`src/source/sifhPkg.sv`:
```
`default_nettype none

package sifhPkg;

    localparam int tsWidth    = 12;
    localparam int binBits    = 6;              // timestamp MSBs used as bin address
    localparam int binNum     = 1 << binBits;
    localparam int countWidth = 10;
    localparam int dropWidth  = 8;

    localparam logic [countWidth-1:0] countMax = '1;  // bin counts stop here

    // frame phases
    typedef enum logic [2:0] {
        phIdle,
        phClear,
        phAcquire,
        phDrain,
        phScan,
        phReport
    } phase_t;

    typedef struct packed {
        logic               valid;
        logic [binBits-1:0] bin;
    } binInc_t;

    typedef struct packed {
        logic                  en;
        logic [binBits-1:0]    addr;
        logic [countWidth-1:0] data;
    } ramWr_t;

    typedef struct packed {
        logic               en;
        logic [binBits-1:0] addr;
    } ramRd_t;

    typedef struct packed {
        logic [binBits-1:0]    bin;
        logic [countWidth-1:0] count;
    } peak_t;

endpackage

`default_nettype wire

```
`src/source/binMapper.sv`:
```
`timescale 1ns/1ns
`default_nettype none

module binMapper (
    input  wire                           clk,
    input  wire                           res,
    input  wire                           tsValid,
    input  wire  [sifhPkg::tsWidth-1:0]   ts,
    input  wire                           acquire,
    input  wire                           frameStart,
    output sifhPkg::binInc_t              binInc,
    output logic [sifhPkg::dropWidth-1:0] dropped
);
    import sifhPkg::*;

    logic dropEvent;

    assign dropEvent = tsValid && !acquire;  // TDC strobe outside acquire phase

    // accepted strobe shows up as an increment one cycle later
    always_ff @(posedge clk or negedge res) begin
        if (!res) begin
            binInc <= '0;
        end else begin
            binInc.valid <= tsValid && acquire;
            binInc.bin   <= ts[tsWidth-1 -: binBits];  // coarse time picks the bin
        end
    end

    always_ff @(posedge clk or negedge res) begin
        if (!res) begin
            dropped <= '0;
        end else if (frameStart) begin
            dropped <= '0;
        end else if (dropEvent && dropped != '1) begin
            dropped <= dropped + 1'b1;  // saturating
        end
    end

endmodule

`default_nettype wire

```
`src/source/histAccumulator.sv`:
```
`timescale 1ns/1ns
`default_nettype none

module histAccumulator (
    input  wire                           clk,
    input  wire                           res,
    input  wire sifhPkg::binInc_t         binInc,
    input  wire                           clearReq,
    input  wire                           drainReq,
    output sifhPkg::ramWr_t               ramWr,
    output sifhPkg::ramRd_t               ramRd,
    input  wire [sifhPkg::countWidth-1:0] rdData,
    output logic                          clearDone,
    output logic                          accIdle
);
    import sifhPkg::*;

    logic                  clearing;
    logic [binBits-1:0]    clrAddr;
    logic                  dValid;    // data stage
    logic [binBits-1:0]    dBin;
    ramWr_t                wStage;    // pending write
    ramWr_t                lastWr;    // write that landed at the last edge
    logic [countWidth-1:0] base;
    logic [countWidth-1:0] newCount;

    always_ff @(posedge clk or negedge res) begin
        if (!res) begin
            clearing  <= 1'b0;
            clrAddr   <= '0;
            clearDone <= 1'b0;
        end else begin
            clearDone <= 1'b0;
            if (clearReq) begin
                clearing <= 1'b1;
                clrAddr  <= '0;
            end else if (clearing) begin
                clrAddr <= clrAddr + 1'b1;
                if (clrAddr == binNum - 1) begin
                    clearing  <= 1'b0;
                    clearDone <= 1'b1;  // one cycle after the last zero write
                end
            end
        end
    end

    // read stage
    assign ramRd.en   = binInc.valid && !clearing;
    assign ramRd.addr = binInc.bin;

    // data stage with forwarding, newest write first
    always_comb begin
        if (wStage.en && wStage.addr == dBin) begin
            base = wStage.data;
        end else if (lastWr.en && lastWr.addr == dBin) begin
            base = lastWr.data;  // RAM read raced this write
        end else begin
            base = rdData;
        end
        newCount = (base == countMax) ? base : base + 1'b1;
    end

    always_ff @(posedge clk or negedge res) begin
        if (!res) begin
            dValid <= 1'b0;
            wStage <= '0;
            lastWr <= '0;
        end else begin
            dValid      <= ramRd.en;
            wStage.en   <= dValid;
            wStage.addr <= dBin;
            wStage.data <= newCount;
            lastWr      <= wStage;
        end
    end

    always_ff @(posedge clk) begin
        dBin <= binInc.bin;
    end

    // clear sweep owns the write port
    always_comb begin
        if (clearing) begin
            ramWr.en   = 1'b1;
            ramWr.addr = clrAddr;
            ramWr.data = '0;
        end else begin
            ramWr = wStage;
        end
    end

    assign accIdle = drainReq && !(binInc.valid || dValid || wStage.en);

endmodule

`default_nettype wire

```
`src/source/histRam.sv`:
```
`timescale 1ns/1ns
`default_nettype none

module histRam (
    input  wire                            clk,
    input  wire                            res,
    input  wire sifhPkg::ramWr_t           wr,
    input  wire sifhPkg::ramRd_t           rdA,
    input  wire sifhPkg::ramRd_t           rdB,
    output logic [sifhPkg::countWidth-1:0] dataA,
    output logic [sifhPkg::countWidth-1:0] dataB
);
    import sifhPkg::*;

    logic [countWidth-1:0] mem [binNum];

    always_ff @(posedge clk) begin
        if (wr.en) begin
            mem[wr.addr] <= wr.data;
        end
    end

    // read data valid the cycle after the request
    // a read that hits the address being written returns the old count
    always_ff @(posedge clk or negedge res) begin
        if (!res) begin
            dataA <= '0;
            dataB <= '0;
        end else begin
            if (rdA.en) begin
                dataA <= mem[rdA.addr];  // accumulator port
            end
            if (rdB.en) begin
                dataB <= mem[rdB.addr];  // peak finder port
            end
        end
    end

endmodule

`default_nettype wire

```
`src/source/peakFinder.sv`:
```
`timescale 1ns/1ns
`default_nettype none

module peakFinder (
    input  wire                           clk,
    input  wire                           res,
    input  wire                           scanReq,
    output sifhPkg::ramRd_t               ramRd,
    input  wire [sifhPkg::countWidth-1:0] rdData,
    output sifhPkg::peak_t                peak,
    output logic                          scanDone
);
    import sifhPkg::*;

    logic               scanning;
    logic [binBits-1:0] rdAddr;
    logic               cmpValid;
    logic [binBits-1:0] cmpBin;
    peak_t              best;
    peak_t              candidate;

    // bin 0 is read in the request cycle itself
    assign ramRd.en   = scanReq || scanning;
    assign ramRd.addr = scanning ? rdAddr : '0;

    always_ff @(posedge clk or negedge res) begin
        if (!res) begin
            scanning <= 1'b0;
            rdAddr   <= '0;
        end else if (scanReq) begin
            scanning <= 1'b1;
            rdAddr   <= binBits'(1);
        end else if (scanning) begin
            rdAddr <= rdAddr + 1'b1;
            if (rdAddr == binNum - 1) begin
                scanning <= 1'b0;
            end
        end
    end

    always_comb begin
        candidate = best;
        if (rdData > best.count) begin  // strict, lowest bin keeps a tie
            candidate.bin   = cmpBin;
            candidate.count = rdData;
        end
    end

    always_ff @(posedge clk or negedge res) begin
        if (!res) begin
            cmpValid <= 1'b0;
            scanDone <= 1'b0;
            best     <= '0;
            peak     <= '0;
        end else begin
            cmpValid <= ramRd.en;
            scanDone <= 1'b0;
            if (scanReq) begin
                best <= '0;
            end else if (cmpValid) begin
                best <= candidate;
                if (cmpBin == binNum - 1) begin
                    peak     <= candidate;  // held until the next sweep ends
                    scanDone <= 1'b1;
                end
            end
        end
    end

    always_ff @(posedge clk) begin
        cmpBin <= ramRd.addr;
    end

endmodule

`default_nettype wire

```
`src/source/sifhController.sv`:
```
`timescale 1ns/1ns
`default_nettype none

module sifhController (
    input  wire  clk,
    input  wire  res,
    input  wire  start,
    input  wire  frameEnd,
    input  wire  clearDone,
    input  wire  accIdle,
    input  wire  scanDone,
    output logic acquire,
    output logic busy,
    output logic clearReq,
    output logic drainReq,
    output logic scanReq,
    output logic resultValid,
    output logic frameStart
);
    import sifhPkg::*;

    phase_t state;

    always_ff @(posedge clk or negedge res) begin
        if (!res) begin
            state      <= phIdle;
            clearReq   <= 1'b0;
            scanReq    <= 1'b0;
            frameStart <= 1'b0;
        end else begin
            clearReq   <= 1'b0;
            scanReq    <= 1'b0;
            frameStart <= 1'b0;
            case (state)
                phIdle: begin
                    if (start) begin  // start elsewhere is ignored
                        state      <= phClear;
                        clearReq   <= 1'b1;
                        frameStart <= 1'b1;
                    end
                end
                phClear: begin
                    if (clearDone) begin
                        state <= phAcquire;
                    end
                end
                phAcquire: begin
                    if (frameEnd) begin
                        state <= phDrain;
                    end
                end
                phDrain: begin
                    if (accIdle) begin  // last increment written back
                        state   <= phScan;
                        scanReq <= 1'b1;
                    end
                end
                phScan: begin
                    if (scanDone) begin
                        state <= phReport;
                    end
                end
                default: state <= phIdle;  // report lasts one cycle
            endcase
        end
    end

    assign acquire     = state == phAcquire;
    assign busy        = state != phIdle;
    assign drainReq    = state == phDrain;
    assign resultValid = state == phReport;

endmodule

`default_nettype wire

```
`src/source/sifhTop.sv`:
```
`timescale 1ns/1ns
`default_nettype none

module sifhTop (
    input  wire                           clk,
    input  wire                           res,
    input  wire                           start,
    input  wire                           frameEnd,
    input  wire                           tsValid,
    input  wire  [sifhPkg::tsWidth-1:0]   ts,
    output logic                          acquire,
    output logic                          busy,
    output logic                          resultValid,
    output sifhPkg::peak_t                peak,
    output logic [sifhPkg::dropWidth-1:0] dropped
);
    import sifhPkg::*;

    binInc_t               binInc;
    ramWr_t                ramWr;
    ramRd_t                accRd;   // increment reads
    ramRd_t                scanRd;  // peak sweep reads
    logic [countWidth-1:0] accData;
    logic [countWidth-1:0] scanData;
    logic                  clearReq;
    logic                  clearDone;
    logic                  drainReq;
    logic                  accIdle;
    logic                  scanReq;
    logic                  scanDone;
    logic                  frameStart;

    sifhController ctrl_i (
        .clk, .res, .start, .frameEnd,
        .clearDone, .accIdle, .scanDone,
        .acquire, .busy, .clearReq, .drainReq,
        .scanReq, .resultValid, .frameStart
    );

    binMapper mapper_i (
        .clk, .res, .tsValid, .ts,
        .acquire, .frameStart, .binInc, .dropped
    );

    histAccumulator acc_i (
        .clk, .res, .binInc, .clearReq, .drainReq,
        .ramWr, .ramRd(accRd), .rdData(accData),
        .clearDone, .accIdle
    );

    histRam ram_i (
        .clk, .res, .wr(ramWr), .rdA(accRd), .rdB(scanRd),
        .dataA(accData), .dataB(scanData)
    );

    peakFinder peak_i (
        .clk, .res, .scanReq, .ramRd(scanRd),
        .rdData(scanData), .peak, .scanDone
    );

endmodule

`default_nettype wire

```
`config.mk`:
```
export PLATFORM = sky130hd
export DESIGN_NAME = sifhTop
export DESIGN_NICKNAME = d
export VERILOG_FILES = /design/src/source/sifhPkg.sv /design/src/source/binMapper.sv /design/src/source/histAccumulator.sv /design/src/source/histRam.sv /design/src/source/peakFinder.sv /design/src/source/sifhController.sv /design/src/source/sifhTop.sv
export SDC_FILE = /design/constraint.sdc
export NUM_CORES = 1
export LEC_CHECK = 0
export BUFFER_PORTS_ARGS = -buffer_cell sky130_fd_sc_hd__buf_4
export CAP_MARGIN = 5
export CORE_ASPECT_RATIO = 0.9
export CORE_UTILIZATION = 25
export CTS_CLUSTER_SIZE = 14
export DETAILED_ROUTE_END_ITERATION = 7
export MAX_ROUTING_LAYER = met4
export PLACE_DENSITY_LB_ADDON = 0.05
export SYNTH_ARGS = -nofsm -noshare
export SYNTH_HDL_FRONTEND = slang
export SYNTH_SLANG_ARGS = --single-unit
```
`constraint.sdc`:
```
create_clock -name clk -period 4.7 [get_ports clk]
set_input_delay 0.47 -clock clk [delete_from_list [all_inputs] [get_ports clk]]
set_output_delay 0.47 -clock clk [all_outputs]
set_load 0.05 [all_outputs]
```
==> impl_metrics.tcl, run 1 <==
set metrics [dict create \
    outcome "complete, no violations" \
    yosysSeqAreaShare_pct 63.0 \
    synthCells 2105 \
    viasPerCell 5.12 \
    grt_max_degree 88 \
    synth-compound-area-share_pct 5.65 \
    wl_per_cell_um 32.9 \
    routabilityCongestion 0.833 \
    synthAdderAreaFrac_pct 0.454 \
    ys_types 66 \
    critPathSlowestCell "nor4_1" \
    clkSinkCount 776 \
    synth_top_family_by_area "multiplexers" \
    cpMostUsedCell "buf_4" \
    clk_pin_slew_ps 50 \
    power_frac_comb_pct 16.8 \
    path_buf_inv 3 \
    setup_tns_ps 0 \
    p_leak_nw 14.0 \
    die_width_um 401 \
    p_per_area_nw_per_um2 447 \
    cts_max_level 3 \
    intPower_w 0.0135 \
    globalRouteMet2Util_pct 31.0 \
    synth-xor-area-share_pct 0.733 \
    synth_area_per_cell_um2 17.0 \
    critical_path.max_stage_delay_ps 870 \
    synthMuxAreaShare_pct 23.7 \
    ir_drop_mv 0.294 \
    max_cap_viol_count 0 \
    fmax_ghz 0.260 \
    overflow 0 \
    grt_setup_unrepaired "false" \
    seqPwrFrac_pct 42.7 \
    power.share.clock_pct 40.5 \
    start_util_pct 25.2 \
    drive_above_1_share_pct 28.7 \
    setup_viol 0 \
    synth_nets 2135 \
    vias 21500 \
    die_h_um 361 \
    worst_slew_margin_rel_pct 16.4 \
    synthArstFlopShare_pct 16.0 \
    maxSlewViolCount 0 \
    finalWirelength_um 138000 \
    ys_ff_latch 776 \
    grt_pass1_vias 21900 \
    hold_slack_ps 214 \
    firstDrtPassIters 7 \
    ys.flop_type "edfxtp_1" \
    cts_tree "done" \
    netSwitchingPower_w 0.00556 \
    io_buffers 37 \
    ios 44 \
    dp_hpwl_um 90300 \
    path_class "reg2reg" \
    grt_pass1_wl_um 189000 \
    core_area_um2 142000 \
    syn_to_final_growth_pct 18.8 \
    min_path_type "in2reg" \
    swShare_pct 29.2 \
    clk_latency_ps 720 \
    yosys_warnings 0 \
    antenna_found_initial 12 \
    rows 131 \
    hold_viol_final 0 \
    drtIter0Drc 1876 \
    track_usage_pct 19.5 \
    drc 0 \
    grt_use_met1_pct 25.8 \
    grt-busiest-layer "met2" \
    startpoint_type "register" \
    synthSimpleGateAreaFrac_pct 4.56 \
    ant_nets 0 \
    final_util_pct 30.0 \
    clockRootBuffer "clkbuf_16" \
    path_cells "nand2_2 > or2_4 > buf_4 > buf_4 > o221ai_1 > a21oi_1 > nor3_1 > nor4_1 > buf_4 > a21oi_1" \
    fin_crit_sh_pct 81.9 \
    cts_buffers 97 \
    grtUsageMet3_pct 3.26 \
    worstMarginPinSlew_ps 1250 \
    final_nets 2275 \
    fin_skew_ps 45.0 \
    fill_cells 14000 \
    syn_area_um2 35800 \
    post-route-min-period_ps 3850 \
    clockBufferDepth 3 \
    cts_resized 0 \
    worst-path-max-fanout 37 \
    synth_edf_count 640 \
    die-area_um2 145000 \
    arrival_ps 4390 \
    crit_family "simple AND/OR/NAND/NOR gates" \
    crit_required_ps 5240 \
    crit_path_end_kind "register" \
]
## cells in the final DEF, fill, tap and decap left out, types with 33 or more instances in the layout
master	instances
o221ai_1	80
clkbuf_16	100
nand3_1	33
a21oi_1	62
nor2_1	127
nand2_1	71
buf_4	163
o22ai_1	41
dfrtp_1	118
nor3_1	47
mux2i_1	181
mux4_2	290
edfxtp_1	640
## synthesized netlist by cell type (all sizes together) (9+ instances only)
library cell | n | area share [%]
ha | 13 | 0.45
o22ai | 41 | 0.72
o221ai | 82 | 2.0
nor2b | 13 | 0.23
nand2 | 74 | 0.78
xor2 | 14 | 0.34
mux2 | 14 | 0.45
nor3 | 48 | 0.68
a22oi | 10 | 0.21
buf | 55 | 0.71
nand4 | 9 | 0.16
mux2i | 181 | 5.1
o31ai | 10 | 0.21
mux4 | 290 | 18
dfxtp | 12 | 0.67
nor2 | 130 | 1.4
o2111ai | 19 | 0.46
inv | 23 | 0.24
xnor2 | 16 | 0.39
nor4 | 12 | 0.21
a21oi | 62 | 0.87
clkbuf | 91 | 0.95
dfrtp | 124 | 8.7
edfxtp | 640 | 54
nand3 | 33 | 0.46
o21ai | 19 | 0.27
## power by group through the flow
stage	logic, W	registers [W]	clock network, W
4_1_cts	0.00325	0.00814	0.00793
3_3_place_gp	0.00323	0.00828	0
2_1_floorplan	0.00192	0.00817	0
6_report	0.00320	0.00814	0.00771
5_1_grt	0.00339	0.00819	0.00819
3_5_place_dp	0.00323	0.00828	0
## registers in the layout, summed over array words and instances, names as in the netlist, 3 cells and up
register / cells
ram_i.dataB: 10
acc_i.lastWr: 17
acc_i.clrAddr: 6
peak_i.peak: 16
acc_i.wStage: 17
mapper_i.binInc: 7
peak_i.best: 16
ram_i.dataA: 10
acc_i.dBin: 6
ctrl_i.state: 3
ram_i.mem: 640
peak_i.rdAddr: 6
mapper_i.dropped: 8
peak_i.cmpBin: 6
## path summary, 6_finish.rpt
check	start	to	slack, ps	cells past startpoint
worst max-delay path	peak_i.scanning$_DFF_PN0_	ram_i.dataB[9]$_DFFE_PN0P_	850	10
worst min-delay path	frameEnd	ctrl_i.state[0]$_DFFE_PN0P_	210	4
max in group asynchronous	res	acc_i.clearing$_DFF_PN0_	3160	3
min in group asynchronous	res	peak_i.peak[2]$_DFFE_PN0P_	430	2
worst max register to register	peak_i.scanning$_DFF_PN0_	ram_i.dataB[9]$_DFFE_PN0P_	850	10
worst min register to register	acc_i.dValid$_DFF_PN0_	acc_i.wStage[16]$_DFF_PN0_	380	0
## worst reg2reg max path: cells and delay by family (launching register included)
family	cells	cell delay, ps
AND/OR/NAND/NOR	4	1700
buffers and inverters	3	970
flip-flops	1	530
AO/OA/AOI/OAI	3	520
## per-layer routing
metal | part of all wire (%) | vias to the layer above
met5 | 0 | -
met4 | 2.7 | 0
met3 | 5.1 | 169
met2 | 48 | 618
met1 | 44 | 11700
li1 | - | 9022
## metrics by stage
step                      setup slack, ps  power (W)  area [µm²]  cells
after floorplan                      1410     0.0101       35800   2105
after global placement                859     0.0115       39200   3999
after detailed placement              895     0.0115       39200   3999
after CTS                             872     0.0193       42500   4186
after global routing                  730     0.0198       42500   4186
final                                 850     0.0190       42600   4191
## cell type report
type / instances / area [µm²] / share of cell area, %
clock buffer: 118 / 2590 / 6.09
sequential: 776 / 22600 / 53.1
clock inverter: 60 / 663 / 1.56
tap: 1862 / 2330 / 5.47
multi-input combinational: 1159 / 12700 / 29.8
inverter: 24 / 90.1 / 0.212
timing repair buffer: 187 / 1610 / 3.77
antenna: 5 / 12.5 / 0.0294
## repair_timing
action	4_1_cts	5_1_grt
hold endpoints to repair	94	0
hold buffers	9	0
buffers inserted	0	0
## cell families (layout without fill, tap and decap cells)
family | Yosys count | in the layout
fa+ha+maj | 13 | 13
flops | 776 | 776
other cells | 0 | 5
compound gates | 278 | 278
xor+xnor | 30 | 30
simple gates | 353 | 353
mux | 485 | 485
buf+inv | 170 | 389
Power figures use the tool's default switching activity.
==> run 2, diff against run 1 <==
--- a/config.mk
+++ b/config.mk
@@ -5,6 +5,7 @@
 export SDC_FILE = /design/constraint.sdc
 export NUM_CORES = 1
 export LEC_CHECK = 0
+export ABC_AREA = 1
 export BUFFER_PORTS_ARGS = -buffer_cell sky130_fd_sc_hd__buf_4
 export CAP_MARGIN = 5
 export CORE_ASPECT_RATIO = 0.9
==> constraint.sdc (replaced) <==
create_clock -name clk -period 3.71 [get_ports clk]
set_input_delay 0.371 -clock clk [delete_from_list [all_inputs] [get_ports clk]]
set_output_delay 0.371 -clock clk [all_outputs]
set_load 0.05 [all_outputs]
==> run 2 against run 1 <==
Effect of this change: wire length grew 11%; setup slack lost 240 ps; utilization is 0.30 points lower; critical endpoint is now ram_i.dataB[0]$_DFFE_PN0P_; first-iteration DRC count is 43% higher.
==> impl_metrics.tcl, run 2 <==
set metrics [dict create \
    core_area_um2 151000 \
    cpMostUsedCell "nand3_1" \
    cts_tree "done" \
    layout_setup_ws_ps 607 \
    yosys_warnings 0 \
    clockRootBuffer "clkbuf_16" \
    netSwitchingPower_w 0.0141 \
    io_buffers 37 \
    ant_nets 0 \
    seqPwrFrac_pct 32.6 \
    ir_drop_mv 0.460 \
    viasPerCell 4.94 \
    cts_resized 0 \
    synth_area_leader_cell "edfxtp_1" \
    outcome "complete, no violations" \
    worst-path-max-fanout 75 \
    place_ws_ps 450 \
    antenna_found_initial 3 \
    clkSinkCount 776 \
    wl_per_cell_um 25.0 \
    hold_viol_final 0 \
    critPathSlowestCell "dfrtp_1" \
    fmax_ghz 0.322 \
    clk_pin_slew_ps 60 \
    intPower_w 0.0198 \
    layout_common_cells "edfxtp_1 (640), nand3_1 (525), o21ai_0 (499)" \
    cts_max_level 3 \
    grt_pass1_vias 29300 \
    path_class "reg2reg" \
    fin_skew_ps 40.6 \
    critical_path.max_stage_delay_ps 760 \
    vias 30200 \
    yosysSeqAreaShare_pct 59.4 \
    grt_pass1_wl_um 219000 \
    p_leak_nw 16.9 \
    crit_family "simple AND/OR/NAND/NOR gates" \
    reg2reg_from "peak_i.scanning$_DFF_PN0_" \
    startpoint_type "register" \
    worst_slew_margin_rel_pct 23.9 \
    synthCells 4011 \
    crit_path_end "ram_i.dataB[0]$_DFFE_PN0P_" \
    largest_reg_flops 640 \
    post-route-min-period_ps 3100 \
    firstDrtPassIters 8 \
    setup_viol 0 \
    track_usage_pct 20.4 \
    drc 0 \
    worstMarginPinSlew_ps 1140 \
    max_cap_viol_count 0 \
    ys_types 42 \
    yosys-top-cells-count "edfxtp_1 (640), nand3_1 (525), o21ai_0 (500), nand2_1 (435), a21oi_1 (382)" \
    synth_nets 4041 \
    ys_ff_latch 776 \
    clockBufferDepth 3 \
    overflow 0 \
    path_buf_inv 1 \
    min_path_type "in2reg" \
    die_h_um 372 \
    p_per_area_nw_per_um2 757 \
    timing.rr.end "ram_i.dataB[0]$_DFFE_PN0P_" \
    ios 44 \
    path_cells "nand2_8 > buf_12 > o21ai_0 > nand3_1 > nand3_1 > nand3_1 > nand3_1 > nand2_1 > nand2_1 > o21ai_1" \
    syn_to_final_growth_pct 17.8 \
    drive_above_1_share_pct 11.1 \
    dp_hpwl_um 95700 \
    cp_num_cells 10 \
    hold_slack_ps 197 \
    r2r_cells 10 \
    mostFrequentLayoutCell "edfxtp_1" \
    die_width_um 413 \
    maxSlewViolCount 0 \
    final_util_pct 29.7 \
    yosysMostFrequentCell "edfxtp_1" \
    cts_buffers 97 \
    synth_top_area_share_pct 50.6 \
    fin_crit_sh_pct 83.6 \
    synthTopCellsByArea "edfxtp_1 (51%), dfrtp_1 (8.2%), nand3_1 (6.9%)" \
    clk_latency_ps 720 \
    ys.flop_type "edfxtp_1" \
    drtIter0Drc 2689 \
    synthArstFlopShare_pct 16.0 \
    cp-startpoint "peak_i.scanning$_DFF_PN0_" \
    top_register "ram_i.mem" \
    arrival_ps 3690 \
    reg_top3 "ram_i.mem x640, acc_i.lastWr x17, acc_i.wStage x17" \
    power.share.clock_pct 28.8 \
    synth_area_per_cell_um2 9.46 \
    synth_edf_count 640 \
    swShare_pct 41.6 \
    die-area_um2 153000 \
    final_nets 4083 \
    syn_area_um2 38000 \
    start_util_pct 25.2 \
    worst-r2r-setup-slack_ps 610 \
    power_frac_comb_pct 38.6 \
    finalWirelength_um 153000 \
    crit_path_end_kind "register" \
    grt_setup_unrepaired "false" \
    hold_depth 5 \
    setup_tns_ps 0 \
    rows 135 \
    grt_max_degree 101 \
    routabilityCongestion 0.802 \
    crit_required_ps 4300 \
]
-- run 2: cell count changes after synthesis, moves of 229 or more --
cell	previous run	this run
a21oi_1	62	382
inv_1	22	342
mux4_2	290	0
nand2_1	74	435
nand3_1	33	525
nor2_1	129	358
o21ai_0	19	500
-- run 2: logic make-up (layout without fill, tap and decap cells) --
logic type	Yosys count	count (layout)	synth area share (%)
other	0	1	0
buffers and inverters	651	775	7.12
AOI/OAI and AO/OA	1180	1180	16.8
DFF	776	776	59.4
and+or+nand+nor	1390	1390	16.2
xor gates and xnor gates	1	1	0.0231
adders and majority gates	13	13	0.429
-- run 2: per-stage QoR --
step	std cells	total power, W	instance area (µm²)
after floorplan	4011	0.0185	38000
after global placement	5931	0.0244	41400
after detailed placement	5931	0.0244	41400
after CTS	6121	0.0343	44700
after global routing	6121	0.0358	44700
final	6122	0.0339	44700
-- run 2: how the worst min path moves through the flow --
| stage | slack [ps] | startpoint | endpoint |
|---|---|---|---|
| finish | 200 | frameEnd | ctrl_i.state[1]$_DFFE_PN0P_ |
| floorplan | 80 | res | acc_i.clearDone$_DFF_PN0_ |
| detailed placement | 360 | acc_i.wStage[8]$_DFF_PN0_ | acc_i.lastWr[8]$_DFF_PN0_ |
| global placement | 360 | acc_i.wStage[8]$_DFF_PN0_ | acc_i.lastWr[8]$_DFF_PN0_ |
| global route | 230 | frameEnd | ctrl_i.state[1]$_DFFE_PN0P_ |
| CTS | 150 | frameEnd | ctrl_i.state[1]$_DFFE_PN0P_ |
-- run 2: power groups by stage --
stage          Sequential (W)  Combinational, W  Clock [W]
2_1_floorplan          0.0111           0.00734          0
3_3_place_gp           0.0112            0.0132          0
3_5_place_dp           0.0112            0.0131          0
4_1_cts                0.0111            0.0132     0.0101
5_1_grt                0.0112            0.0143     0.0103
6_report               0.0110            0.0131    0.00975
-- run 2: what timing repair did --
action                                  in CTS  in global routing
buffers inserted                             0                  0
hold buffers                                 9                  0
endpoints found under the setup margin       0                  0
endpoints found under the hold margin       81                  0
-- run 2: per-layer routing --
layer / track usage, % / vias up / part of all wire, %
met4: 4.47 / 0 / 1.9
met1: 28.9 / 14900 / 49
met3: 2.36 / 172 / 4.4
li1: - / 14300 / -
met5: - / - / 0
met2: 31.2 / 833 / 45
-- run 2: final cells by class --
cell class                      count  area, µm²
Sequential cell                   776      22600
Fill cell                       15800     106000
Inverter                          359       1370
Antenna cell                        1       2.50
Timing Repair Buffer              235       2230
Clock inverter                     50        462
Tap cell                         1986       2480
Clock buffer                      131       2750
Multi-Input combinational cell   2584      12800
-- run 2: worst reg2reg max path, cell delays in order (launching register included) --
cell     delay (ps)
dfrtp_1         760
nand2_8         210
buf_12          230
o21ai_0         430
nand3_1         130
nand3_1         230
nand3_1         450
nand3_1         260
nand2_1         130
nand2_1          90
o21ai_1          60
==> run 3, diff against run 2 <==
==> constraint.sdc (replaced) <==
create_clock -name clk -period 2.7 [get_ports clk]
set_input_delay 0.27 -clock clk [delete_from_list [all_inputs] [get_ports clk]]
set_output_delay 0.27 -clock clk [all_outputs]
set_load 0.05 [all_outputs]
==> run 3 against run 2 <==
Effect of this change: global-route usage is 0.069 points lower; cell count is 1.4% higher; wire length is 0.10% lower; register-to-register slack worse by 520 ps; non-clock buffer count is 96 higher; critical path depth is 1 higher; hold slack worse by 66 ps; first-iteration DRC count is 2.4% lower; clock power is 36% higher; critical endpoint is now ram_i.dataB[4]$_DFFE_PN0P_; largest cell class unchanged.
==> impl_metrics.tcl, run 3 (synthesis results as in run 2) <==
set metrics [dict create \
    die-area_um2 153000 \
    die_h_um 372 \
    antenna_cells 0 \
    arrival_ps 3220 \
    io_buffers 37 \
    outcome "complete, no violations" \
    grt_pass1_wl_um 218000 \
    hold_slack_ps 131 \
    startpoint_type "register" \
    clockBufferDepth 3 \
    viasPerCell 4.91 \
    routabilityCongestion 0.802 \
    fin_cells 6210 \
    worst-path-max-fanout 15 \
    drc 0 \
    hold_viol_final 0 \
    maxSlewViolCount 0 \
    p_per_area_nw_per_um2 1040 \
    layout_common_cells "edfxtp_1 (640), nand3_1 (524), o21ai_0 (499)" \
    grt_setup_unrepaired "false" \
    syn_to_final_growth_pct 22.0 \
    cts_max_level 3 \
    ant_nets 0 \
    fin_crit_sh_pct 96.8 \
    p_leak_nw 17.5 \
    fmax_ghz 0.383 \
    multiInputGateArea_um2 12900 \
    reg_top3 "ram_i.mem x640, acc_i.lastWr x17, acc_i.wStage x17" \
    crit_required_ps 3310 \
    antenna_found_initial 8 \
    r2r_cells 11 \
    overflow 0 \
    dp_hpwl_um 98600 \
    clk_pin_slew_ps 60 \
    worst_slew_margin_rel_pct 31.4 \
    cts_tree "done" \
    cts_buffers 96 \
    top_register "ram_i.mem" \
    clockRootBuffer "clkbuf_16" \
    final_nets 4178 \
    drive_above_1_share_pct 13.0 \
    total_power_w 0.0482 \
    rows 135 \
    track_usage_pct 20.4 \
    worstMarginPinSlew_ps 1030 \
    clk_latency_ps 720 \
    regArea_um2 22600 \
    design_area_um2 46300 \
    core_area_um2 151000 \
    dp_cells 6024 \
    grt_pass1_vias 29600 \
    largest_reg_flops 640 \
    fin_skew_ps 24.6 \
    max_cap_viol_count 0 \
    fill_cells 15600 \
    reg2reg_from "peak_i.scanning$_DFF_PN0_" \
    wl_per_cell_um 24.6 \
    ios 44 \
    post-route-min-period_ps 2610 \
    firstDrtPassIters 5 \
    drtIter0Drc 2625 \
    crit_path_end_kind "register" \
    worst-r2r-setup-slack_ps 90 \
    mostFrequentLayoutCell "edfxtp_1" \
    timing.rr.end "ram_i.dataB[4]$_DFFE_PN0P_" \
    vias 30500 \
    grt_max_degree 82 \
    min_path_type "in2async" \
    clkSinkCount 776 \
    die_width_um 413 \
    setup_viol 0 \
    path_class "reg2reg" \
    ir_drop_mv 0.592 \
    place_area_um2 43000 \
    start_util_pct 25.2 \
    finalWirelength_um 153000 \
]
==> run 3: changes by cell type in the layout (fill, tap and decap cells not counted), sizes merged <==
cell	before	now
bufinv	8	6
dlygate4sd3	9	10
buf	226	321
clkinv	42	33
clkbuf	131	136
diode	1	0
inv	355	357
clkinvlp	4	1
==> run 3: worst max-delay path: stages, from the launching register on <==
cell     delay [ps]
dfrtp_2         480
buf_4           210
nand2_4         140
inv_4           150
buf_4           330
nand3_1         130
nand3_1         100
nand3_1         270
nand3_1         210
nand2_1         220
nand2_1         160
nand2_1          60
==> run 3: worst max-delay path by stage <==
stage,startpoint,endpoint,slack (ps),cells past startpoint
2_1_floorplan,acc_i.clearing$_DFF_PN0_,ram_i.mem[0][0]$_DFFE_PP_,-220,4
3_3_place_gp,acc_i.clearing$_DFF_PN0_,ram_i.mem[19][4]$_DFFE_PP_,-250,7
3_5_place_dp,acc_i.clearing$_DFF_PN0_,ram_i.mem[19][4]$_DFFE_PP_,-160,7
4_1_cts,peak_i.scanning$_DFF_PN0_,ram_i.dataB[7]$_DFFE_PN0P_,20,11
5_1_grt,peak_i.scanning$_DFF_PN0_,ram_i.dataB[5]$_DFFE_PN0P_,3,11
6_report,peak_i.scanning$_DFF_PN0_,ram_i.dataB[4]$_DFFE_PN0P_,90,11
==> run 3: timing repair <==
action	CTS	global route
gates resized for setup	6	7
endpoints found under the setup margin	42	21
buffers inserted	0	2
endpoints found under the hold margin	121	0
hold buffers	10	0
cloned	0	0
==> run 3: metrics by stage <==
| step | util, % | setup slack (ps) | setup TNS [ps] |
|---|---|---|---|
| 4_1_cts | 30.7 | 23.5 | 0 |
| 3_5_place_dp | 28.5 | -164 | -3420 |
| 2_1_floorplan | - | -216 | -139780 |
| 3_3_place_gp | 28.5 | -254 | -3720 |
| 5_1_grt | 30.7 | 3.31 | 0 |
| 6_report | 30.7 | 85.9 | 0 |
==> run 3: report_power, final <==
group / internal, W / switching [W] / leakage, nW
sequential: 0.0144 / 0.000723 / 7.64
combinational: 0.00629 / 0.0134 / 8.34
clock: 0.00780 / 0.00550 / 1.57
==> run 3: metal layers <==
metal	vias up	share of wire, %	global-route usage, %
met2	761	45	30.9
met3	208	4.9	3.24
met1	15000	47	28.1
li1	14500	-	-
met4	0	2.5	5.38
met5	-	0	-
==> run 3: final cells by class <==
type / count / share of cell area (%)
Sequential cell: 776 / 48.7
Multi-Input combinational cell: 2584 / 27.8
Tap cell: 1986 / 5.36
Timing Repair Buffer: 331 / 8.24
Clock inverter: 38 / 0.827
Clock buffer: 136 / 6.07
Inverter: 359 / 2.98
